[src/verilog/isaPkg.sv]
//==================================================
// ISA definitions of the 32-bit teaching CPU
// Word, register index, immediate and opcode types
//==================================================
package isaPkg;

    // Field widths
    localparam int wordW   = 32;
    localparam int regIdxW = 4;
    localparam int immW    = 16;
    localparam int opcodeW = 7;

    // Field positions in the instruction word
    localparam int opcodeLsb = 25;
    localparam int rdLsb     = 21;
    localparam int rsLsb     = 17;
    localparam int rtLsb     = 13;

    typedef logic [wordW-1:0]        wordT;
    typedef logic [regIdxW-1:0]      regIdxT;
    typedef logic signed [immW-1:0]  immT;

    // Opcode in bits 31:25
    typedef enum logic [opcodeW-1:0] {
        opAdd  = 7'b0000001,
        opSub  = 7'b0000010,
        opAnd  = 7'b0000011,
        opOr   = 7'b0000100,
        opXor  = 7'b0000101,
        opAddi = 7'b0001000,
        opBeq  = 7'b1000000,
        opB    = 7'b1100000,
        opNop  = 7'b1100100
    } opcodeT;

    // Immediate widened to a full word
    function automatic wordT signExtImm(immT imm);
        return {{(wordW - immW){imm[immW-1]}}, imm};
    endfunction

endpackage

[src/verilog/uarchPkg.sv]
//==================================================
// Internal pipeline definitions
// ALU operation passed from decode to execute
//==================================================
package uarchPkg;

    // ALU operation selected by decode
    // aluNone marks words with no ALU result (BEQ)
    typedef enum logic [2:0] {
        aluAdd  = 3'd0,
        aluSub  = 3'd1,
        aluAnd  = 3'd2,
        aluOr   = 3'd3,
        aluXor  = 3'd4,
        aluNone = 3'd7
    } aluOpT;

endpackage

[src/verilog/iFetch.sv]
//==================================================
// Instruction fetch with PC, B redirect and
// BEQ override, drops B and NOP words
//==================================================
`timescale 1ns/1ps

module iFetch
    import isaPkg::*;
#(
    parameter wordT resetVector = '0
) (
    input  logic clk,
    input  logic rst,
    input  logic hold,
    input  wordT fetchedInstruction,
    input  logic exeOverride,
    input  wordT exeTarget,
    output wordT programCounter,
    output logic fdValid,
    output wordT fdInstr,
    output wordT fdPc
);

    typedef enum logic {
        sIdle,
        sFilter
    } fetchStateT;

    fetchStateT state;
    opcodeT     fetchedOp;
    immT        branchImm;
    wordT       pcNext;
    logic       keepWord;

    assign fetchedOp = opcodeT'(fetchedInstruction[opcodeLsb +: opcodeW]);
    assign branchImm = immT'(fetchedInstruction[immW-1:0]);

    //==================================================
    // Next PC and filter
    //==================================================
    always_comb begin
        pcNext   = programCounter + 32'd4;
        keepWord = 1'b0;
        case (state)
            sIdle: begin
                // First real fetch address
                pcNext = resetVector;
            end
            sFilter: begin
                // Override from execute wins over a B in the same cycle
                if (exeOverride) begin
                    pcNext = exeTarget;
                end else if (fetchedOp == opB) begin
                    pcNext = programCounter + signExtImm(branchImm);
                end else begin
                    keepWord = (fetchedOp != opNop);
                end
            end
            default: begin
                pcNext = resetVector;
            end
        endcase
    end

    //==================================================
    // State, PC and fetch/decode register
    //==================================================
    always_ff @(posedge clk) begin
        if (rst) begin
            state          <= sIdle;
            programCounter <= '0;
            fdValid        <= 1'b0;
        end else if (!hold) begin
            state          <= sFilter;
            programCounter <= pcNext;
            fdValid        <= keepWord;
        end
    end

    // Payload only moves with a kept word
    always_ff @(posedge clk) begin
        if (!hold && keepWord) begin
            fdInstr <= fetchedInstruction;
            fdPc    <= programCounter;
        end
    end

endmodule

[src/verilog/iDecode.sv]
//==================================================
// Instruction decode and register operand read
//==================================================
`timescale 1ns/1ps

module iDecode
    import isaPkg::*;
    import uarchPkg::*;
(
    input  logic   clk,
    input  logic   rst,
    input  logic   hold,
    input  logic   fdValid,
    input  wordT   fdInstr,
    input  wordT   fdPc,
    input  logic   exeOverride,
    input  logic   wbWe,
    input  regIdxT wbRd,
    input  wordT   wbData,
    input  wordT   rfRdA,
    input  wordT   rfRdB,
    output regIdxT rfAddrA,
    output regIdxT rfAddrB,
    output logic   deValid,
    output wordT   dePc,
    output aluOpT  deAluOp,
    output logic   deIsBeq,
    output logic   deUseImm,
    output regIdxT deRd,
    output logic   deWe,
    output wordT   deOpA,
    output wordT   deOpB,
    output wordT   deImm,
    output regIdxT deRs,
    output regIdxT deRt
);

    opcodeT opcode;
    regIdxT rd;
    regIdxT rs;
    regIdxT rt;
    immT    imm;
    aluOpT  aluOp;
    logic   useImm;
    logic   isBeq;
    logic   writes;
    wordT   opA;
    wordT   opB;

    assign opcode = opcodeT'(fdInstr[opcodeLsb +: opcodeW]);
    assign rd     = fdInstr[rdLsb +: regIdxW];
    assign rs     = fdInstr[rsLsb +: regIdxW];
    assign rt     = fdInstr[rtLsb +: regIdxW];
    assign imm    = immT'(fdInstr[immW-1:0]);

    //==================================================
    // Opcode to ALU operation and flags
    //==================================================
    always_comb begin
        aluOp  = aluNone;
        useImm = 1'b0;
        isBeq  = 1'b0;
        case (opcode)
            opAdd:  aluOp = aluAdd;
            opSub:  aluOp = aluSub;
            opAnd:  aluOp = aluAnd;
            opOr:   aluOp = aluOr;
            opXor:  aluOp = aluXor;
            opAddi: begin
                aluOp  = aluAdd;
                useImm = 1'b1;
            end
            opBeq:  isBeq = 1'b1;
            default: aluOp = aluNone;
        endcase
        writes = (aluOp != aluNone);
    end

    // BEQ compares rd with rs
    assign rfAddrA = isBeq ? rd : rs;
    assign rfAddrB = isBeq ? rs : rt;

    // Bypass a write landing in the same cycle
    assign opA = (wbWe && wbRd == rfAddrA) ? wbData : rfRdA;
    assign opB = (wbWe && wbRd == rfAddrB) ? wbData : rfRdB;

    //==================================================
    // Decode/execute register
    //==================================================
    always_ff @(posedge clk) begin
        if (rst) begin
            deValid <= 1'b0;
            deWe    <= 1'b0;
            deIsBeq <= 1'b0;
        end else if (!hold) begin
            // Younger word squashed by a taken BEQ
            deValid <= fdValid && !exeOverride;
            deWe    <= writes;
            deIsBeq <= isBeq;
        end
    end

    always_ff @(posedge clk) begin
        if (!hold) begin
            dePc     <= fdPc;
            deAluOp  <= aluOp;
            deUseImm <= useImm;
            deRd     <= rd;
            deOpA    <= opA;
            deOpB    <= opB;
            deImm    <= signExtImm(imm);
            // Source indices of the two operands as read
            deRs     <= rfAddrA;
            deRt     <= rfAddrB;
        end
    end

endmodule

[src/verilog/iExecute.sv]
//==================================================
// Execute stage with forwarding, ALU and BEQ
//==================================================
`timescale 1ns/1ps

module iExecute
    import isaPkg::*;
    import uarchPkg::*;
(
    input  logic   clk,
    input  logic   rst,
    input  logic   hold,
    input  logic   deValid,
    input  wordT   dePc,
    input  aluOpT  deAluOp,
    input  logic   deIsBeq,
    input  logic   deUseImm,
    input  regIdxT deRd,
    input  logic   deWe,
    input  wordT   deOpA,
    input  wordT   deOpB,
    input  wordT   deImm,
    input  regIdxT deRs,
    input  regIdxT deRt,
    input  logic   wbWe,
    input  regIdxT wbRd,
    input  wordT   wbData,
    output logic   exeOverride,
    output wordT   exeTarget,
    output logic   erValid,
    output wordT   erPc,
    output logic   erWe,
    output regIdxT erRd,
    output wordT   erData
);

    wordT opA;
    wordT opB;
    wordT aluB;
    wordT aluResult;

    // Forward from the result stage write
    assign opA  = (wbWe && wbRd == deRs) ? wbData : deOpA;
    assign opB  = (wbWe && wbRd == deRt) ? wbData : deOpB;
    assign aluB = deUseImm ? deImm : opB;

    always_comb begin
        case (deAluOp)
            aluAdd:  aluResult = opA + aluB;
            aluSub:  aluResult = opA - aluB;
            aluAnd:  aluResult = opA & aluB;
            aluOr:   aluResult = opA | aluB;
            aluXor:  aluResult = opA ^ aluB;
            default: aluResult = '0;
        endcase
    end

    //==================================================
    // Conditional branch resolution
    //==================================================
    assign exeOverride = deValid && deIsBeq && (opA == opB);
    // Full target, fetch has no record of the branch PC
    assign exeTarget   = dePc + deImm;

    always_ff @(posedge clk) begin
        if (rst) begin
            erValid <= 1'b0;
            erWe    <= 1'b0;
        end else if (!hold) begin
            erValid <= deValid;
            erWe    <= deWe && !deIsBeq;
        end
    end

    always_ff @(posedge clk) begin
        if (!hold) begin
            erPc   <= dePc;
            erRd   <= deRd;
            erData <= aluResult;
        end
    end

endmodule

[src/verilog/iResult.sv]
//==================================================
// Result stage with register file and retire port
//==================================================
`timescale 1ns/1ps

module iResult
    import isaPkg::*;
(
    input  logic   clk,
    input  logic   rst,
    input  logic   hold,
    input  logic   erValid,
    input  wordT   erPc,
    input  logic   erWe,
    input  regIdxT erRd,
    input  wordT   erData,
    input  regIdxT rfAddrA,
    input  regIdxT rfAddrB,
    output wordT   rfRdA,
    output wordT   rfRdB,
    output logic   wbWe,
    output regIdxT wbRd,
    output wordT   wbData,
    output logic   retireValid,
    output wordT   retirePc,
    output logic   retireWe,
    output regIdxT retireRd,
    output wordT   retireData
);

    wordT regFile [0:(1 << regIdxW) - 1];
    logic retireValidReg;

    // Write port doubles as the forwarding source
    assign wbWe   = erValid && erWe;
    assign wbRd   = erRd;
    assign wbData = erData;

    assign rfRdA = regFile[rfAddrA];
    assign rfRdB = regFile[rfAddrB];

    //==================================================
    // Writeback and retire register
    //==================================================
    always_ff @(posedge clk) begin
        if (rst) begin
            for (int i = 0; i < (1 << regIdxW); i++) begin
                regFile[i] <= '0;
            end
            retireValidReg <= 1'b0;
        end else if (!hold) begin
            if (wbWe) begin
                regFile[erRd] <= erData;
            end
            retireValidReg <= erValid;
        end
    end

    always_ff @(posedge clk) begin
        if (!hold) begin
            retirePc   <= erPc;
            retireWe   <= erWe;
            retireRd   <= erRd;
            retireData <= erData;
        end
    end

    // A pending retire reappears once hold drops
    assign retireValid = retireValidReg && !hold;

endmodule

[src/verilog/cpuPipeline.sv]
//==================================================
// Four stage integer pipeline top level
//==================================================
`timescale 1ns/1ps

module cpuPipeline
    import isaPkg::*;
    import uarchPkg::*;
#(
    parameter wordT resetVector = '0
) (
    input  logic   clk,
    input  logic   rst,
    input  logic   hold,
    input  wordT   fetchedInstruction,
    output wordT   programCounter,
    output logic   retireValid,
    output wordT   retirePc,
    output logic   retireWe,
    output regIdxT retireRd,
    output wordT   retireData
);

    // Fetch to decode
    logic   fdValid;
    wordT   fdInstr;
    wordT   fdPc;

    // Decode to execute
    logic   deValid;
    wordT   dePc;
    aluOpT  deAluOp;
    logic   deIsBeq;
    logic   deUseImm;
    regIdxT deRd;
    logic   deWe;
    wordT   deOpA;
    wordT   deOpB;
    wordT   deImm;
    regIdxT deRs;
    regIdxT deRt;

    // Execute to result, branch feedback
    logic   erValid;
    wordT   erPc;
    logic   erWe;
    regIdxT erRd;
    wordT   erData;
    logic   exeOverride;
    wordT   exeTarget;

    // Register file and write port
    regIdxT rfAddrA;
    regIdxT rfAddrB;
    wordT   rfRdA;
    wordT   rfRdB;
    logic   wbWe;
    regIdxT wbRd;
    wordT   wbData;

    iFetch #(
        .resetVector(resetVector)
    ) u_fetch (
        .clk(clk),
        .rst(rst),
        .hold(hold),
        .fetchedInstruction(fetchedInstruction),
        .exeOverride(exeOverride),
        .exeTarget(exeTarget),
        .programCounter(programCounter),
        .fdValid(fdValid),
        .fdInstr(fdInstr),
        .fdPc(fdPc)
    );

    iDecode u_decode (
        .clk(clk),
        .rst(rst),
        .hold(hold),
        .fdValid(fdValid),
        .fdInstr(fdInstr),
        .fdPc(fdPc),
        .exeOverride(exeOverride),
        .wbWe(wbWe),
        .wbRd(wbRd),
        .wbData(wbData),
        .rfRdA(rfRdA),
        .rfRdB(rfRdB),
        .rfAddrA(rfAddrA),
        .rfAddrB(rfAddrB),
        .deValid(deValid),
        .dePc(dePc),
        .deAluOp(deAluOp),
        .deIsBeq(deIsBeq),
        .deUseImm(deUseImm),
        .deRd(deRd),
        .deWe(deWe),
        .deOpA(deOpA),
        .deOpB(deOpB),
        .deImm(deImm),
        .deRs(deRs),
        .deRt(deRt)
    );

    iExecute u_execute (
        .clk(clk),
        .rst(rst),
        .hold(hold),
        .deValid(deValid),
        .dePc(dePc),
        .deAluOp(deAluOp),
        .deIsBeq(deIsBeq),
        .deUseImm(deUseImm),
        .deRd(deRd),
        .deWe(deWe),
        .deOpA(deOpA),
        .deOpB(deOpB),
        .deImm(deImm),
        .deRs(deRs),
        .deRt(deRt),
        .wbWe(wbWe),
        .wbRd(wbRd),
        .wbData(wbData),
        .exeOverride(exeOverride),
        .exeTarget(exeTarget),
        .erValid(erValid),
        .erPc(erPc),
        .erWe(erWe),
        .erRd(erRd),
        .erData(erData)
    );

    iResult u_result (
        .clk(clk),
        .rst(rst),
        .hold(hold),
        .erValid(erValid),
        .erPc(erPc),
        .erWe(erWe),
        .erRd(erRd),
        .erData(erData),
        .rfAddrA(rfAddrA),
        .rfAddrB(rfAddrB),
        .rfRdA(rfRdA),
        .rfRdB(rfRdB),
        .wbWe(wbWe),
        .wbRd(wbRd),
        .wbData(wbData),
        .retireValid(retireValid),
        .retirePc(retirePc),
        .retireWe(retireWe),
        .retireRd(retireRd),
        .retireData(retireData)
    );

endmodule

[config.mk]
export PLATFORM = sky130hd
export DESIGN_NAME = cpuPipeline
export DESIGN_NICKNAME = d
export VERILOG_FILES = /design/src/verilog/isaPkg.sv /design/src/verilog/uarchPkg.sv /design/src/verilog/iFetch.sv /design/src/verilog/iDecode.sv /design/src/verilog/iExecute.sv /design/src/verilog/iResult.sv /design/src/verilog/cpuPipeline.sv
export SDC_FILE = /design/constraint.sdc
export NUM_CORES = 2
export LEC_CHECK = 0
export BUFFER_PORTS_ARGS = -buffer_cell sky130_fd_sc_hd__buf_2
export CAP_MARGIN = 20
export CORE_UTILIZATION = 50
export CTS_CLUSTER_DIAMETER = 60
export DETAILED_ROUTE_END_ITERATION = 8
export HOLD_SLACK_MARGIN = 0.03
export PLACE_DENSITY = 0.75
export SLEW_MARGIN = 40
export SYNTH_ARGS = -nofsm -noshare
export SYNTH_HDL_FRONTEND = slang
export SYNTH_HIERARCHICAL = 1
export SYNTH_SLANG_ARGS = --single-unit
[constraint.sdc]
create_clock -name clk -period 6.97 [get_ports clk]
set_input_delay 0.697 -clock clk [delete_from_list [all_inputs] [get_ports clk]]
set_output_delay 0.697 -clock clk [all_outputs]
set_load 0.01 [all_outputs]
### Word-level counts from Yosys, hierarchy flattened

Memories as Yosys holds them, arrays and structs flattened.
Index checks and enable logic that the tools add are counted.

* add/subtract/negate cells: 5
* equal/unequal tests: 19
* multiplexer cells: 26
* bitwise gates (word level): 4
* reductions and logical operators: 17

Operators with widths (count)
* 32-bit 2-to-1 mux: 8
* 32-bit one-hot mux with 5 select lines: 1
* 32-bit adder: 3
* 32-bit one-hot mux with 2 select lines: 1
* 32-bit by 3-bit adder with 32-bit output (second input constant): 1
* 32-bit bitwise AND: 1
* 32-bit equality test: 1
* 32-bit bitwise OR: 1
* 32-bit OR reduction: 1
* 32-bit subtractor: 1
* 32-bit XOR: 1
* 4-bit equality test: 4
* 3-bit one-hot mux with 5 select lines: 1
* 7-bit by 2-bit equality test with 1-bit output (second input constant): 2
* 7-bit by 3-bit equality test with 1-bit output (second input constant): 2
* 7-bit equality test (second input constant): 2
* 1-bit 2-to-1 mux: 12
* 4-bit 2-to-1 mux: 3
* 1-bit logical AND: 11
* 7-bit by 1-bit equality test with 1-bit output (second input constant): 1
* 7-bit by 4-bit equality test with 1-bit output (second input constant): 1
* 7-bit != test (second input constant): 1
* 3-bit by 2-bit equality test with 1-bit output (second input constant): 2
* 3-bit by 1-bit equality test with 1-bit output (second input constant): 1
* 6 further kinds: 8

* register bits: 369
* RAM bits: 512
* output and inout port bits: 102
* logic and storage cells: 99
* memories: 1

Memory list
* u_result.regFile: depth 16, width 32, rd ports 2, clocked after memory_dff 0, write ports 16, RTL line iResult.sv:31 `wordT regFile [0:(1 << regIdxW) - 1];`

### Logic depth before layout (Yosys ltp)

* word-level depth: 8
* mapped depth: 25

### Modules after synthesis

Netlist, hierarchy kept.

Modules (own cells, without submodules)
* iResult: instances 1, cells an instance 1908, area each 28250.8 um^2, sequential area each 17466.8 um^2
* iExecute: instances 1, cells an instance 1167, area each 9655.5 um^2, sequential area each 2082.0 um^2
* iFetch: instances 1, cells an instance 602, area each 5814.3 um^2, sequential area each 2602.5 um^2
* iDecode: instances 1, cells an instance 287, area each 5442.7 um^2, sequential area each 3903.7 um^2

### Least setup slack after synthesis

No wires, ideal clock.

* path type: flip-flop to flip-flop
* start: reg u_execute.erRd[0]
* end: reg u_execute.erData[31] (data pin)
* arrival: 5079 ps
* setup slack: 1630 ps
* cell stages (with the launch flop): 20
* buffers on the path: 3
* cells stage by stage: edfxtp_1 buf_4 nand2b_2 o2111ai_4 nor3_4 buf_6 clkbuf_1 mux2_2 mux2_2 xnor2_1 ha_1 o21ai_0 a21boi_0 o2111ai_1 a2111oi_0 o21ai_0 a211oi_1 a221oi_1 xnor2_1 a221o_1

* longest elaborated chain between the ends: 6
* elaborated cells on any way between the ends: 13

RTL lines
* start: declaration: RTL line iExecute.sv:33 `output regIdxT erRd,`
* start signal: assignment: RTL line iExecute.sv:78 `erRd <= deRd;`
* 4-bit equality test: RTL line iExecute.sv:44 `assign opB = (wbWe && wbRd == deRt) ? wbData : deOpB;`
* 1-bit logical AND: RTL line iExecute.sv:44
* 32-bit 2-to-1 mux: RTL line iExecute.sv:44
* 32-bit 2-to-1 mux: RTL line iExecute.sv:45 `assign aluB = deUseImm ? deImm : opB;`
* 32-bit subtractor, or another cell as far along: RTL line iExecute.sv:50 `aluSub: aluResult = opA - aluB;`
* 32-bit one-hot mux with 5 select lines (*): RTL line iExecute.sv:48 `case (deAluOp)`
* named net u_execute.aluResult[31]: RTL line iExecute.sv:40 `wordT aluResult;`
* end signal: assignment: RTL line iExecute.sv:79 `erData <= aluResult;`
* end: declaration: RTL line iExecute.sv:34 `output wordT erData`

Mark *: on every way through the listed nets, which the timed path passes. The rest lies on a longest branch.
A chain may end at the register's enable or synchronous reset.

### Final worst setup path

* start: reg u_execute.erValid
* end: reg u_execute.erData[31] (data pin)

* longest elaborated chain between the ends: 6
* elaborated cells on any way between the ends: 12

RTL lines
* start: declaration: RTL line iExecute.sv:30 `output logic erValid,`
* start signal: assignment: RTL line iExecute.sv:70 `erValid <= deValid;`
* 1-bit logical AND (*): RTL line iResult.sv:35 `assign wbWe = erValid && erWe;`
* named net wbWe: RTL line cpuPipeline.sv:57 `logic wbWe;`
* 1-bit logical AND: RTL line iExecute.sv:44
* 32-bit 2-to-1 mux: RTL line iExecute.sv:44
* 32-bit 2-to-1 mux: RTL line iExecute.sv:45
* 32-bit subtractor, or another cell as far along: RTL line iExecute.sv:50
* 32-bit one-hot mux with 5 select lines (*): RTL line iExecute.sv:48
* named net u_execute.aluResult[31]: RTL line iExecute.sv:40

Marks and branches as above.

==> qor.txt <==
Status = complete, but fails checks
Failing checks = DRC
Commonest non-fill, non-tap cell in the layout = edfxtp_1
Grt ovf = 0
Slew margin rel. = 29.7%
Routed len/inst = 27.6 um
Worst Clk Skew = 0.0345 ns
TritonCTS Buffers = 95
H-tree depth = 3
Hold Path Class = input port to flip-flop
Path type of the worst setup path = flip-flop to flip-flop
Crit path time final = 6.41 ns
Final wirelength = 147000 um
Setup crit start kind = flip-flop
Top Usage Layer GRT = met2
WP data arrival = 6.84 ns
ANT nets after route = 0
Setup Total Neg Slack = 0 ns
Fmax = 0.156 GHz
Worst setup margin = 0.560 ns
Latest clock arrival within the worst-skew pair = 0.70 ns
Clock Root Buffer = clkbuf_16
Postcts setup bufs = 0
Num Clock Sinks = 881
Footprint of the multi-input gates = 0.0213 mm2
Initial Utilization = 50.7%
Most frequent cells in the layout = edfxtp_1 (841), nor2_1 (680), nand2_1 (314)
Cells after synthesis = 3964
Largest net degree at the start of global routing = 130
DRC viols = 8
Final Max Slew Viols = 0
CP max FO = 25
Die Span X = 316 um
Nets@finish = 4176
Part of the Yosys area used for sequential elements = 53.0%
MaxCap Viol Count = 0
Mean Syn Cell Area = 12.4 um2
Grt met3 use = 6.87%
Die ar. = 0.0996 mm2
Ys async rst share = 0%
Synth warn = 6
Ys flop type = edfxtp_1
Yosys reg bits = 881
Routability cong. = 0.924
CTS max path bufs = 3
Hold Fails Final Rpt = 0
Global-route wire length before repair = 215000 um
Post-route core utilization = 55.5%
Pre-CTS WS = 0.570 ns
Vias post-DR = 35300
PnR Total Power = 12.7 mW
Reg2Reg Setup Slack = 0.56 ns
Mapped Area = 0.0492 mm2
Non-filler cells, final = 5334
Peak VDD IR = 0.215 mV
Final setup viols = 0
# hold bufs at CTS = 0
Unrepaired setup endpoints after global routing = no
M1 GR Usage = 39.7%
CTS tree = built
Power per Cell Area = 236 mW/mm2
CP max-delay cell = a2111oi_1
Synthesized net count = 4160
Leakage = 19.6 nW
Clock-pin transition on the worst setup and hold timing paths = 0.06 ns
Port bufs = 136
Crit-path cells = and2_1 > o2111ai_4 > nor3_4 > buf_4 > o211a_1 > inv_2 > a211oi_4 > and4_1 > nand3_1 > o31ai_1 > xnor2_1 > ha_1 > nand2_1 > nor2_1 > nand2_1 > a2111oi_1 > o21ai_0 > a211oi_1 > a221oi_1 > xnor2_1 > a221o_1
CP delay by family, top = compound AO/OA/AOI/OAI gates
Reg area = 0.0261 mm2
Critical Path RT = 7.40 ns
EDFF count, synth = 841
Hold slack = 0.205 ns
Filler instances = 7760
Setup crit end kind = flip-flop
Drt pass-1 iters = 9
Core Rows = 114
Total GRT Usage = 29.1%
Share of layout cells above drive strength 1 = 18.9%
Buffers plus inverters on the worst setup path = 2
Iteration-0 DRC Markers = 5189
# resized after CTS = 0
Grt met2 use = 44.3%
Area after DPL = 0.0507 mm2
Slew of the pin with the lowest slew margin = 1.05 ns
Placed Instances = 5158
Vias in the first global route = 34300
IO Pins = 137
Initial antenna violation count = 7
Area of the core = 0.0970 mm2
Die Ht = 316 um
Drt via density = 6.62
Final cycle utilization of the critical path = 92.0%
Post-Layout Inst Area = 0.0538 mm2
Synth cell types = 104
Synth-to-Final Area Change = 9.45%
Largest stage delay on the critical path = 0.58 ns
Dpl hpwl = 90100 um
-- sequential cells by signal, summed over array words and instances (netlist names), 16 cells and up --
| name | cells |
|---|---|
| u_decode/deImm | 16 |
| u_execute/erData | 32 |
| u_decode/dePc | 32 |
| u_decode/deOpA | 32 |
| u_result/retirePc | 32 |
| u_fetch/fdInstr | 32 |
| u_decode/deOpB | 32 |
| u_fetch/fdPc | 32 |
| u_result/regFile | 512 |
| u_execute/erPc | 32 |
| u_fetch/programCounter | 32 |
| u_result/retireData | 32 |
-- Yosys cell counts (14+ instances only) --
cell	instances	area, um2
nand3_1	48	240
xor2_1	55	482
mux4_2	256	5770
clkbuf_1	105	394
mux2i_1	50	500
a21o_1	59	443
nand4_1	38	238
mux2_2	50	563
and2_1	20	125
nand2b_1	27	169
buf_4	73	548
o21ai_0	109	546
dfxtp_1	40	801
ha_1	158	1980
nor2_1	686	2570
edfxtp_1	841	25300
o31ai_1	24	180
and3_1	23	144
buf_2	66	330
o211ai_1	15	113
o21bai_1	14	105
a21oi_1	139	696
or3_1	14	87.6
nor2b_1	20	125
a31oi_1	25	156
nor3_1	43	215
nand2_1	315	1180
inv_1	113	424
buf_6	15	169
a22oi_1	138	1040
a211oi_1	23	173
xnor2_1	109	955
mux2_4	30	450
buf_1	26	97.6
-- kinds of logic (layout without fill, tap and decap cells) --
group	after synthesis	after routing	synth area share, %
XOR/XNOR	164	164	2.92
adder cells (fa/ha/maj)	161	161	4.14
flip-flops	881	881	53.0
AO/OA/AOI/OAI	658	658	9.21
AND/OR/NAND/NOR	1304	1304	11.6
multiplexers	392	392	14.9
other	0	1	0
buffers and inverters	404	497	4.14
-- layer usage --
metal,vias to the layer above,wire (um)
met2,2581,65800
met4,10,7140
met3,473,18600
met5,-,53
li1,15000,-
met1,17300,55400
-- worst paths after layout --
| kind | to | depth (start not counted) | start |
|---|---|---|---|
| worst min register to register | u_result/retirePc[17]$_DFFE_PN_ | 0 | u_execute/erPc[17]$_DFFE_PN_ |
| worst max register to register | u_execute/erData[31]$_DFFE_PN_ | 21 | u_execute/erValid$_SDFFE_PP0N_ |
| worst max-delay path | u_execute/erData[31]$_DFFE_PN_ | 21 | u_execute/erValid$_SDFFE_PP0N_ |
| worst min-delay path | u_fetch/fdInstr[24]$_DFFE_PP_ | 1 | fetchedInstruction[24] |
-- cell type report --
cell class              instances  share of cell area, %
diodes                          1                0.00465
clock buffers                 111                   4.61
clock inverters                63                   1.17
inverters                     115                  0.816
multi-input cells            2679                   39.5
flip-flops and latches        881                   48.4
well taps                    1276                   2.97
repair buffers                208                   2.48
-- where the power goes --
group,switching (mW),internal (mW),total [mW]
clock network,2.17,2.90,5.07
logic,0.866,0.549,1.41
registers,0.167,6.02,6.19
total,3.20,9.47,12.7
Power figures use the tool's default switching activity.
